## config.mk

```make
export PLATFORM = sky130hd
export DESIGN_NAME = bubble_profiler_top
export DESIGN_NICKNAME = d
export VERILOG_FILES = /design/src/hdl/rv_isa_pkg.sv /design/src/hdl/bubble_prof_pkg.sv /design/src/hdl/long_op_scoreboard.sv /design/src/hdl/bubble_classifier.sv /design/src/hdl/bubble_counter_bank.sv /design/src/hdl/bubble_profiler_top.sv
export SDC_FILE = /design/constraint.sdc
export NUM_CORES = 2
export LEC_CHECK = 0
export ABC_AREA = 1
export BUFFER_PORTS_ARGS = -buffer_cell sky130_fd_sc_hd__buf_2
export CAP_MARGIN = 20
export CORE_MARGIN = 2
export CORE_UTILIZATION = 60
export CTS_BUF_LIST = sky130_fd_sc_hd__clkbuf_4 sky130_fd_sc_hd__clkbuf_8
export CTS_CLUSTER_SIZE = 14
export DETAILED_ROUTE_END_ITERATION = 16
export PLACE_DENSITY = 0.83
export SKIP_LAST_GASP = 1
export SLEW_MARGIN = 5
export SYNTH_ARGS = -nofsm -noshare
export SYNTH_HDL_FRONTEND = slang
export SYNTH_HIERARCHICAL = 1
export SYNTH_SLANG_ARGS = --single-unit
```

## constraint.sdc

```tcl
create_clock -name clk_i -period 5.25 [get_ports clk_i]
set_input_delay 1.575 -clock clk_i [delete_from_list [all_inputs] [get_ports clk_i]]
set_output_delay 1.575 -clock clk_i [all_outputs]
set_load 0.05 [all_outputs]
```

## src/hdl/rv_isa_pkg.sv

```systemverilog
package rv_isa_pkg;

  ////////////////////////////////////////////////////////////////////////////
  // register file geometry.
  ////////////////////////////////////////////////////////////////////////////

  localparam int reg_addr_width_gp = 5;
  localparam int reg_els_gp = 32; // x0..x31, f0..f31.

  typedef logic [reg_addr_width_gp-1:0] reg_addr_t;

endpackage

```

## src/hdl/bubble_prof_pkg.sv

```systemverilog
package bubble_prof_pkg;

  ////////////////////////////////////////////////////////////////////////////
  // long-latency operation kinds, one per scoreboard entry.
  ////////////////////////////////////////////////////////////////////////////

  typedef enum logic [2:0] {
    e_long_none,
    e_long_remote_dram,
    e_long_remote_group,
    e_long_remote_global,
    e_long_idiv,
    e_long_fdiv
  } long_op_e;

  // id stage record, filled by control-flow events.
  typedef enum logic [1:0] {
    e_id_none,
    e_id_branch_miss,
    e_id_jalr_miss,
    e_id_icache_miss
  } id_bubble_e;

  ////////////////////////////////////////////////////////////////////////////
  // exe bubble causes. lower value wins.
  ////////////////////////////////////////////////////////////////////////////

  typedef enum logic [4:0] {
    e_exe_none = 5'd0,
    e_exe_branch_miss,
    e_exe_jalr_miss,
    e_exe_icache_miss,
    e_exe_depend_dram,
    e_exe_depend_group,
    e_exe_depend_global,
    e_exe_depend_idiv,
    e_exe_depend_fdiv,
    e_exe_depend_local_load,
    e_exe_depend_imul,
    e_exe_bypass,
    e_exe_fence,
    e_exe_remote_req,
    e_exe_remote_credit,
    e_exe_fdiv_busy,
    e_exe_idiv_busy,
    e_exe_barrier,
    e_exe_blocking_load
  } exe_bubble_e;

  localparam int num_causes_gp = 19; // includes none.
  localparam int cause_sel_width_gp = 5;

  typedef logic [cause_sel_width_gp-1:0] cause_sel_t;

endpackage

```

## src/hdl/long_op_scoreboard.sv

```systemverilog
`timescale 1ns/1ps

module long_op_scoreboard (
  input clk_i
  ,input reset_i

  ,input set_i
  ,input set_float_i
  ,input rv_isa_pkg::reg_addr_t set_id_i
  ,input bubble_prof_pkg::long_op_e set_kind_i

  ,input int_clear_i
  ,input rv_isa_pkg::reg_addr_t int_clear_id_i
  ,input float_clear_i
  ,input rv_isa_pkg::reg_addr_t float_clear_id_i

  ,input rv_isa_pkg::reg_addr_t rs1_i
  ,input rv_isa_pkg::reg_addr_t rs2_i
  ,input rv_isa_pkg::reg_addr_t rd_i
  ,input read_rs1_i
  ,input read_rs2_i
  ,input write_rd_i
  ,input is_float_i

  ,output logic hit_dram_o
  ,output logic hit_group_o
  ,output logic hit_global_o
  ,output logic hit_idiv_o
  ,output logic hit_fdiv_o
);

  bubble_prof_pkg::long_op_e int_sb_r [rv_isa_pkg::reg_els_gp];
  bubble_prof_pkg::long_op_e float_sb_r [rv_isa_pkg::reg_els_gp];

  bubble_prof_pkg::long_op_e rs1_kind, rs2_kind, rd_kind;
  logic [7:0] pend_mask;
  logic set_to_float;
  logic int_holds_fdiv, float_holds_idiv;

  // fdiv results always go to the float file.
  assign set_to_float = set_float_i | (set_kind_i == bubble_prof_pkg::e_long_fdiv);

  always_ff @(posedge clk_i) begin
    if (reset_i) begin
      for (int i = 0; i < rv_isa_pkg::reg_els_gp; i++) begin
        int_sb_r[i] <= bubble_prof_pkg::e_long_none;
        float_sb_r[i] <= bubble_prof_pkg::e_long_none;
      end
    end else begin
      if (set_i & ~set_to_float) int_sb_r[set_id_i] <= set_kind_i;
      if (set_i & set_to_float) float_sb_r[set_id_i] <= set_kind_i;
      // clears come last so they win.
      if (int_clear_i) int_sb_r[int_clear_id_i] <= bubble_prof_pkg::e_long_none;
      if (float_clear_i) float_sb_r[float_clear_id_i] <= bubble_prof_pkg::e_long_none;
    end
  end

  ////////////////////////////////////////////////////////////////////////////
  // operand lookup.
  ////////////////////////////////////////////////////////////////////////////

  always_comb begin
    rs1_kind = is_float_i ? float_sb_r[rs1_i] : int_sb_r[rs1_i];
    rs2_kind = is_float_i ? float_sb_r[rs2_i] : int_sb_r[rs2_i];
    rd_kind = is_float_i ? float_sb_r[rd_i] : int_sb_r[rd_i];
    pend_mask = '0;
    if (read_rs1_i) pend_mask = pend_mask | (8'd1 << rs1_kind);
    if (read_rs2_i) pend_mask = pend_mask | (8'd1 << rs2_kind);
    if (write_rd_i) pend_mask = pend_mask | (8'd1 << rd_kind);
  end

  assign hit_dram_o = pend_mask[bubble_prof_pkg::e_long_remote_dram];
  assign hit_group_o = pend_mask[bubble_prof_pkg::e_long_remote_group];
  assign hit_global_o = pend_mask[bubble_prof_pkg::e_long_remote_global];
  assign hit_idiv_o = pend_mask[bubble_prof_pkg::e_long_idiv];
  assign hit_fdiv_o = pend_mask[bubble_prof_pkg::e_long_fdiv];

  always_comb begin
    int_holds_fdiv = 1'b0;
    float_holds_idiv = 1'b0;
    for (int i = 0; i < rv_isa_pkg::reg_els_gp; i++) begin
      int_holds_fdiv |= (int_sb_r[i] == bubble_prof_pkg::e_long_fdiv);
      float_holds_idiv |= (float_sb_r[i] == bubble_prof_pkg::e_long_idiv);
    end
  end

  // file contents stay consistent across all set/clear history.
  assert property (@(posedge clk_i) disable iff (reset_i) !int_holds_fdiv)
    else $error("fdiv pending in integer scoreboard.");
  assert property (@(posedge clk_i) disable iff (reset_i) !float_holds_idiv)
    else $error("idiv pending in float scoreboard.");

endmodule

```

## src/hdl/bubble_classifier.sv

```systemverilog
`timescale 1ns/1ps

module bubble_classifier #(
  parameter int pc_width_p = 32
) (
  input clk_i
  ,input reset_i

  ,input [pc_width_p-1:0] if_pc_i
  ,input [pc_width_p-1:0] id_pc_i
  ,input [pc_width_p-1:0] exe_pc_i

  ,input branch_mispredict_i
  ,input jalr_mispredict_i
  ,input icache_miss_i
  ,input icache_miss_in_pipe_i

  ,input stall_all_i
  ,input stall_depend_long_op_i
  ,input stall_depend_local_load_i
  ,input stall_depend_imul_i
  ,input stall_bypass_i
  ,input stall_fence_i
  ,input stall_remote_req_i
  ,input stall_remote_credit_i
  ,input stall_fdiv_busy_i
  ,input stall_idiv_busy_i
  ,input stall_barrier_i
  ,input stall_blocking_load_i

  ,input hit_dram_i
  ,input hit_group_i
  ,input hit_global_i
  ,input hit_idiv_i
  ,input hit_fdiv_i

  ,output bubble_prof_pkg::exe_bubble_e exe_bubble_type_o
  ,output logic [pc_width_p-1:0] exe_bubble_pc_o
);

  logic [pc_width_p-1:0] icache_miss_pc_r;

  bubble_prof_pkg::id_bubble_e id_type_r, id_type_n;
  logic [pc_width_p-1:0] id_pc_r, id_pc_n;

  bubble_prof_pkg::exe_bubble_e exe_type_r, exe_type_n, stall_pick;
  logic [pc_width_p-1:0] exe_pc_r, exe_pc_n;

  logic [bubble_prof_pkg::num_causes_gp-1:0] stall_v;

  // pc of the fetch that missed.
  always_ff @(posedge clk_i) begin
    if (icache_miss_i) icache_miss_pc_r <= if_pc_i;
  end

  ////////////////////////////////////////////////////////////////////////////
  // id stage record
  ////////////////////////////////////////////////////////////////////////////

  always_comb begin
    id_type_n = bubble_prof_pkg::e_id_none;
    id_pc_n = '0;
    if (branch_mispredict_i) begin
      id_type_n = bubble_prof_pkg::e_id_branch_miss;
      id_pc_n = exe_pc_i;
    end else if (jalr_mispredict_i) begin
      id_type_n = bubble_prof_pkg::e_id_jalr_miss;
      id_pc_n = exe_pc_i;
    end else if (icache_miss_in_pipe_i) begin
      id_type_n = bubble_prof_pkg::e_id_icache_miss;
      id_pc_n = icache_miss_pc_r;
    end
  end

  ////////////////////////////////////////////////////////////////////////////
  // exe stage priority chain
  ////////////////////////////////////////////////////////////////////////////

  // one bit per stall cause, indexed by its exe_bubble_e value.
  always_comb begin
    stall_v = '0;
    stall_v[bubble_prof_pkg::e_exe_depend_dram] = stall_depend_long_op_i & hit_dram_i;
    stall_v[bubble_prof_pkg::e_exe_depend_group] = stall_depend_long_op_i & hit_group_i;
    stall_v[bubble_prof_pkg::e_exe_depend_global] = stall_depend_long_op_i & hit_global_i;
    stall_v[bubble_prof_pkg::e_exe_depend_idiv] = stall_depend_long_op_i & hit_idiv_i;
    stall_v[bubble_prof_pkg::e_exe_depend_fdiv] = stall_depend_long_op_i & hit_fdiv_i;
    stall_v[bubble_prof_pkg::e_exe_depend_local_load] = stall_depend_local_load_i;
    stall_v[bubble_prof_pkg::e_exe_depend_imul] = stall_depend_imul_i;
    stall_v[bubble_prof_pkg::e_exe_bypass] = stall_bypass_i;
    stall_v[bubble_prof_pkg::e_exe_fence] = stall_fence_i;
    stall_v[bubble_prof_pkg::e_exe_remote_req] = stall_remote_req_i;
    stall_v[bubble_prof_pkg::e_exe_remote_credit] = stall_remote_credit_i;
    stall_v[bubble_prof_pkg::e_exe_fdiv_busy] = stall_fdiv_busy_i;
    stall_v[bubble_prof_pkg::e_exe_idiv_busy] = stall_idiv_busy_i;
    stall_v[bubble_prof_pkg::e_exe_barrier] = stall_barrier_i;
    stall_v[bubble_prof_pkg::e_exe_blocking_load] = stall_blocking_load_i;
  end

  // walk down so the lowest set value ends up picked.
  always_comb begin
    stall_pick = bubble_prof_pkg::e_exe_none;
    for (int i = bubble_prof_pkg::num_causes_gp - 1; i > 0; i--) begin
      if (stall_v[i]) begin
        stall_pick = bubble_prof_pkg::exe_bubble_e'(bubble_prof_pkg::cause_sel_t'(i));
      end
    end
  end

  always_comb begin
    exe_type_n = bubble_prof_pkg::e_exe_none;
    exe_pc_n = '0;
    if (branch_mispredict_i) begin
      exe_type_n = bubble_prof_pkg::e_exe_branch_miss;
      exe_pc_n = exe_pc_i;
    end else if (jalr_mispredict_i) begin
      exe_type_n = bubble_prof_pkg::e_exe_jalr_miss;
      exe_pc_n = exe_pc_i;
    end else if (id_type_r != bubble_prof_pkg::e_id_none) begin
      case (id_type_r)
        bubble_prof_pkg::e_id_branch_miss: exe_type_n = bubble_prof_pkg::e_exe_branch_miss;
        bubble_prof_pkg::e_id_jalr_miss: exe_type_n = bubble_prof_pkg::e_exe_jalr_miss;
        default: exe_type_n = bubble_prof_pkg::e_exe_icache_miss;
      endcase
      exe_pc_n = id_pc_r;
    end else if (stall_pick != bubble_prof_pkg::e_exe_none) begin
      exe_type_n = stall_pick;
      exe_pc_n = id_pc_i; // blame the stalled instruction.
    end
  end

  always_ff @(posedge clk_i) begin
    if (reset_i) begin
      id_type_r <= bubble_prof_pkg::e_id_none;
      id_pc_r <= '0;
      exe_type_r <= bubble_prof_pkg::e_exe_none;
      exe_pc_r <= '0;
    end else if (~stall_all_i) begin
      id_type_r <= id_type_n;
      id_pc_r <= id_pc_n;
      exe_type_r <= exe_type_n;
      exe_pc_r <= exe_pc_n;
    end
  end

  assign exe_bubble_type_o = exe_type_r;
  assign exe_bubble_pc_o = exe_pc_r;

  assert property (@(posedge clk_i) disable iff (reset_i)
    (exe_type_r == bubble_prof_pkg::e_exe_none) |-> (exe_pc_r == '0))
    else $error("nonzero bubble pc with no bubble.");

endmodule

```

## src/hdl/bubble_counter_bank.sv

```systemverilog
`timescale 1ns/1ps

module bubble_counter_bank #(
  parameter int cnt_width_p = 32
) (
  input clk_i
  ,input reset_i

  ,input bubble_prof_pkg::exe_bubble_e type_i
  ,input bubble_prof_pkg::cause_sel_t sel_i

  ,output logic [cnt_width_p-1:0] cnt_o
);

  // no counter for none, so the index starts at 1.
  logic [cnt_width_p-1:0] cnt_r [1:bubble_prof_pkg::num_causes_gp-1];

  ////////////////////////////////////////////////////////////////////////////
  // saturating counters
  ////////////////////////////////////////////////////////////////////////////

  always_ff @(posedge clk_i) begin
    if (reset_i) begin
      for (int i = 1; i < bubble_prof_pkg::num_causes_gp; i++) begin
        cnt_r[i] <= '0;
      end
    end else begin
      for (int i = 1; i < bubble_prof_pkg::num_causes_gp; i++) begin
        if ((bubble_prof_pkg::cause_sel_t'(type_i) == bubble_prof_pkg::cause_sel_t'(i))
            && !(&cnt_r[i])) begin
          cnt_r[i] <= cnt_r[i] + cnt_width_p'(1);
        end
      end
    end
  end

  ////////////////////////////////////////////////////////////////////////////
  // read mux
  ////////////////////////////////////////////////////////////////////////////

  always_comb begin
    cnt_o = '0; // none and out of range read zero.
    for (int i = 1; i < bubble_prof_pkg::num_causes_gp; i++) begin
      if (sel_i == bubble_prof_pkg::cause_sel_t'(i)) begin
        cnt_o = cnt_r[i];
      end
    end
  end

endmodule

```

## src/hdl/bubble_profiler_top.sv

```systemverilog
`timescale 1ns/1ps

module bubble_profiler_top #(
  parameter int pc_width_p = 32
  ,parameter int cnt_width_p = 32
) (
  input clk_i
  ,input reset_i

  ,input [pc_width_p-1:0] if_pc_i
  ,input [pc_width_p-1:0] id_pc_i
  ,input [pc_width_p-1:0] exe_pc_i

  ,input branch_mispredict_i
  ,input jalr_mispredict_i
  ,input icache_miss_i
  ,input icache_miss_in_pipe_i

  ,input stall_all_i
  ,input stall_depend_long_op_i
  ,input stall_depend_local_load_i
  ,input stall_depend_imul_i
  ,input stall_bypass_i
  ,input stall_fence_i
  ,input stall_remote_req_i
  ,input stall_remote_credit_i
  ,input stall_fdiv_busy_i
  ,input stall_idiv_busy_i
  ,input stall_barrier_i
  ,input stall_blocking_load_i

  ,input rv_isa_pkg::reg_addr_t id_rs1_i
  ,input rv_isa_pkg::reg_addr_t id_rs2_i
  ,input rv_isa_pkg::reg_addr_t id_rd_i
  ,input id_read_rs1_i
  ,input id_read_rs2_i
  ,input id_write_rd_i
  ,input id_is_float_i

  ,input sb_set_i
  ,input sb_set_float_i
  ,input rv_isa_pkg::reg_addr_t sb_set_id_i
  ,input bubble_prof_pkg::long_op_e sb_set_kind_i
  ,input int_sb_clear_i
  ,input rv_isa_pkg::reg_addr_t int_sb_clear_id_i
  ,input float_sb_clear_i
  ,input rv_isa_pkg::reg_addr_t float_sb_clear_id_i

  ,input bubble_prof_pkg::cause_sel_t cnt_sel_i

  ,output bubble_prof_pkg::exe_bubble_e exe_bubble_type_o
  ,output logic [pc_width_p-1:0] exe_bubble_pc_o
  ,output logic [cnt_width_p-1:0] cnt_o
);

  logic hit_dram, hit_group, hit_global, hit_idiv, hit_fdiv;
  bubble_prof_pkg::exe_bubble_e exe_bubble_type;

  long_op_scoreboard sb (
    .clk_i(clk_i)
    ,.reset_i(reset_i)
    ,.set_i(sb_set_i)
    ,.set_float_i(sb_set_float_i)
    ,.set_id_i(sb_set_id_i)
    ,.set_kind_i(sb_set_kind_i)
    ,.int_clear_i(int_sb_clear_i)
    ,.int_clear_id_i(int_sb_clear_id_i)
    ,.float_clear_i(float_sb_clear_i)
    ,.float_clear_id_i(float_sb_clear_id_i)
    ,.rs1_i(id_rs1_i)
    ,.rs2_i(id_rs2_i)
    ,.rd_i(id_rd_i)
    ,.read_rs1_i(id_read_rs1_i)
    ,.read_rs2_i(id_read_rs2_i)
    ,.write_rd_i(id_write_rd_i)
    ,.is_float_i(id_is_float_i)
    ,.hit_dram_o(hit_dram)
    ,.hit_group_o(hit_group)
    ,.hit_global_o(hit_global)
    ,.hit_idiv_o(hit_idiv)
    ,.hit_fdiv_o(hit_fdiv)
  );

  bubble_classifier #(.pc_width_p(pc_width_p)) classifier (
    .clk_i(clk_i)
    ,.reset_i(reset_i)
    ,.if_pc_i(if_pc_i)
    ,.id_pc_i(id_pc_i)
    ,.exe_pc_i(exe_pc_i)
    ,.branch_mispredict_i(branch_mispredict_i)
    ,.jalr_mispredict_i(jalr_mispredict_i)
    ,.icache_miss_i(icache_miss_i)
    ,.icache_miss_in_pipe_i(icache_miss_in_pipe_i)
    ,.stall_all_i(stall_all_i)
    ,.stall_depend_long_op_i(stall_depend_long_op_i)
    ,.stall_depend_local_load_i(stall_depend_local_load_i)
    ,.stall_depend_imul_i(stall_depend_imul_i)
    ,.stall_bypass_i(stall_bypass_i)
    ,.stall_fence_i(stall_fence_i)
    ,.stall_remote_req_i(stall_remote_req_i)
    ,.stall_remote_credit_i(stall_remote_credit_i)
    ,.stall_fdiv_busy_i(stall_fdiv_busy_i)
    ,.stall_idiv_busy_i(stall_idiv_busy_i)
    ,.stall_barrier_i(stall_barrier_i)
    ,.stall_blocking_load_i(stall_blocking_load_i)
    ,.hit_dram_i(hit_dram)
    ,.hit_group_i(hit_group)
    ,.hit_global_i(hit_global)
    ,.hit_idiv_i(hit_idiv)
    ,.hit_fdiv_i(hit_fdiv)
    ,.exe_bubble_type_o(exe_bubble_type)
    ,.exe_bubble_pc_o(exe_bubble_pc_o)
  );

  assign exe_bubble_type_o = exe_bubble_type;

  bubble_counter_bank #(.cnt_width_p(cnt_width_p)) counters (
    .clk_i(clk_i)
    ,.reset_i(reset_i)
    ,.type_i(exe_bubble_type)
    ,.sel_i(cnt_sel_i)
    ,.cnt_o(cnt_o)
  );

endmodule

```

==> flow_summary.json <==
{
  "ys_ff_latch": 871,
  "core-area_um2": 93190,
  "grt_use_total": 0.3924,
  "r2r_end": "counters/cnt_r[0][109]",
  "cellLeakagePower_nw": 24.65,
  "grt_pass1_wl_um": 300200,
  "drt_iter0_drc": 8636,
  "clk_latency_ns": 0.87,
  "arrival_ns": 4.02,
  "rows": 112,
  "synth-simple-area-share": 0.3918,
  "skew_ns": 0.04024,
  "placed_cell_area_um2": 59230,
  "cts_made_buffers": 148,
  "port_buffers": 228,
  "hp-start": "classifier/id_pc_r[6]",
  "syn_to_final_growth_pct": 14.83,
  "antenna_found_initial": 6,
  "clk_pin_slew_ns": 0.06,
  "ctsHoldBuffers": 0,
  "ff2ff_path_depth": 13,
  "synthMuxAreaShare": 0,
  "drv_cap": 0,
  "synth_commonest_cells": "nand2_1 (2150), nand3_1 (918), nor2_1 (800), inv_1 (779), edfxtp_1 (608)",
  "htreeDepth": 4,
  "timing.fmax_ghz": 0.1787,
  "globalplace.congestion": 1.029,
  "synth_area_um2": 56370,
  "r2r-start": "counters/cnt_r[0][96]",
  "synth_area_leader_cell": "edfxtp_1",
  "layout.nets": 8295,
  "via_count": 58472,
  "hpwlAfterDp_um": 140100,
  "whs_endpoint": "classifier/id_pc_r[6]",
  "ys_seq_area_frac": 0.4173,
  "synth_area_leaders": "edfxtp_1 (32%), nand2_1 (14%), dfxtp_1 (9.3%), nand3_1 (8.2%), nor2_1 (5.3%)",
  "setup_viol": 31,
  "netSwitchingPower_mw": 4.782,
  "synth_xor_area_frac": 0.02020,
  "start_util": 0.6048,
  "synth_cell_types": 69,
  "fin_util": 0.6945,
  "crit_type": "primary input to output port",
  "drtPass1Iterations": 9,
  "min_period_over_period": 1.066,
  "p_per_area_nw_per_um2": 253.7,
  "synth_top_area_share": 0.3239,
  "power.share.clock": 0.395,
  "synth_ff_type": "edfxtp_1",
  "final.min_clock_period_ns": 5.597,
  "drc": 0,
  "hold_path.class": "register to register",
  "rsz0062_at_grt": "true",
  "clockBufferDepth": 3,
  "hold_depth": 2,
  "end_kind": "output port",
  "syn_nets": 8003,
  "crit_fanout": 5,
  "p_comb_frac": 0.124,
  "drive_above_1_share": 0.1496,
  "status": "finished with violations",
  "violations": "setup timing",
  "overflow": 0,
  "setup_tns_ns": -6.388,
  "syn_area_per_cell_um2": 7.203,
  "intPower_mw": 11.64,
  "boundaryPins": 229,
  "slew_headroom": 0.2427,
  "die_width_um": 310.5,
  "design_area_um2": 64720,
  "root_buffer": "clkbuf_8",
  "finalMaxSlewViolations": 0,
  "synth_edf_count": 608,
  "synthArstFlopShare": 0,
  "synth_top_family_by_area": "simple AND/OR/NAND/NOR gates",
  "first_global_vias": 53683,
  "grt_max_degree": 80,
  "reg2reg_setup_slack_ns": 1.70,
  "tightest_slew_ns": 1.132,
  "ant_nets": 0,
  "sw_frac_of_total": 0.2912,
  "routed_via_density": 6.161,
  "clock-sinks": 871,
  "die_area_um2": 96410,
  "finalHoldViolations": 0,
  "cts_tree": "yes",
  "die_h_um": 310.5,
  "synth_compound_area_frac": 0.08118,
  "synthCells": 7825,
  "critical_path_required_ns": 3.68,
  "seqPwrFrac": 0.481,
  "timing.final.ws_setup_ns": -0.3466,
  "wl_per_cell_um": 20.78,
  "finalPower_mw": 16.42,
  "post-synth-top-count-cell": "nand2_1",
  "start_kind": "primary input",
  "wl_um": 197200,
  "ir_drop_mv": 0.2849,
  "ys_warn_count": 6,
  "synth_adder_area_share": 0.003996
}
## sequential cells by signal, summed over array words and instances (netlist names)
register,flops
classifier/id_pc_r,32
classifier/exe_bubble_pc_o,32
sb/float_sb_r,96
classifier/exe_bubble_type_o,5
sb/int_sb_r,96
classifier/icache_miss_pc_r,32
counters/cnt_r,576
classifier/id_type_r,2
## logic make-up after synthesis
kind of cell	count (synthesis)
simple gates	4836
buf+inv	1142
flops	871
compound gates	828
xor+xnor	130
fa+ha+maj	18
## power groups by stage
stage | sequential, mW | clock, mW | combinational, mW
2_1_floorplan | 7.97 | 0 | 1.08
3_5_place_dp | 8.01 | 0 | 1.82
4_1_cts | 7.87 | 6.54 | 1.93
3_3_place_gp | 8.00 | 0 | 1.80
5_1_grt | 7.91 | 6.84 | 2.15
6_report | 7.89 | 6.49 | 2.04
## layout make-up
type / count / area, um^2
fill: 7676 / 28460
clock inverter: 51 / 407.9
antenna: 3 / 7.507
clock buffer: 215 / 2671
timing repair buffer: 469 / 3886
multi-input combinational: 5812 / 29550
sequential: 871 / 23520
tap: 1254 / 1569
inverter: 815 / 3105
## cells in the final DEF, fill, tap and decap left out, types with 98 or more instances in the layout
cell      instances
dfxtp_1         263
nand3_1         870
nor3_1          267
clkbuf_8        169
nor3b_1         169
buf_4           179
edfxtp_1        608
o21ai_0         147
nand2_1        2125
inv_1           769
nor2_1          774
xor2_1           98
a21oi_1         429
buf_2           190
nand4_1         156
nor4_1          103
## through the flow
| step | setup WS [ns] | hold slack (ns) | cells |
|---|---|---|---|
| floorplan | 0.02627 | 0.4427 | 7825 |
| global route | -0.3766 | 0.5004 | 9489 |
| global placement | -0.8533 | 0.4640 | 9175 |
| CTS | -0.3379 | 0.4818 | 9459 |
| finish | -0.3466 | 0.4820 | 9490 |
| detailed placement | -0.8913 | 0.4705 | 9176 |
## routing by layer
layer  share of wire  global-route usage
met3            0.13             0.09692
met4           0.044              0.1667
met1            0.39              0.5310
met5         0.00019                   0
met2            0.44              0.6000
## critical path: stages
cell       delay, ns
buf_8           0.09
nor2_4          0.06
buf_6           0.13
nand2_8         0.09
buf_12          0.13
buf_8           0.11
o21ai_4         0.06
nor4_4          0.30
buf_4           0.17
o2111ai_4       0.12
nor3_2          0.21
nand4_1         0.27
nor3_2          0.26
nand4_1         0.11
buf_4           0.17
buf_12          0.15
## how the worst max path moves through the flow
stage / from / end / slack, ns / cells after the start
2_1_floorplan: cnt_sel_i[4] / cnt_o[24] / 0.03 / 13
3_3_place_gp: cnt_sel_i[4] / cnt_o[24] / -0.85 / 17
3_5_place_dp: cnt_sel_i[4] / cnt_o[24] / -0.89 / 17
4_1_cts: cnt_sel_i[3] / cnt_o[24] / -0.34 / 17
5_1_grt: cnt_sel_i[2] / cnt_o[17] / -0.38 / 15
6_report: cnt_sel_i[2] / cnt_o[24] / -0.35 / 16
## timing repair
| item | CTS | global route |
|---|---|---|
| gates cloned | 6 | 1 |
| resized for setup | 330 | 159 |
| endpoints found under the setup margin | 32 | 32 |
| pin swaps | 113 | 145 |
| buffers inserted | 14 | 28 |
| hold endpoints to repair | 0 | 0 |
No activity file was read; power rests on OpenSTA's default activity.
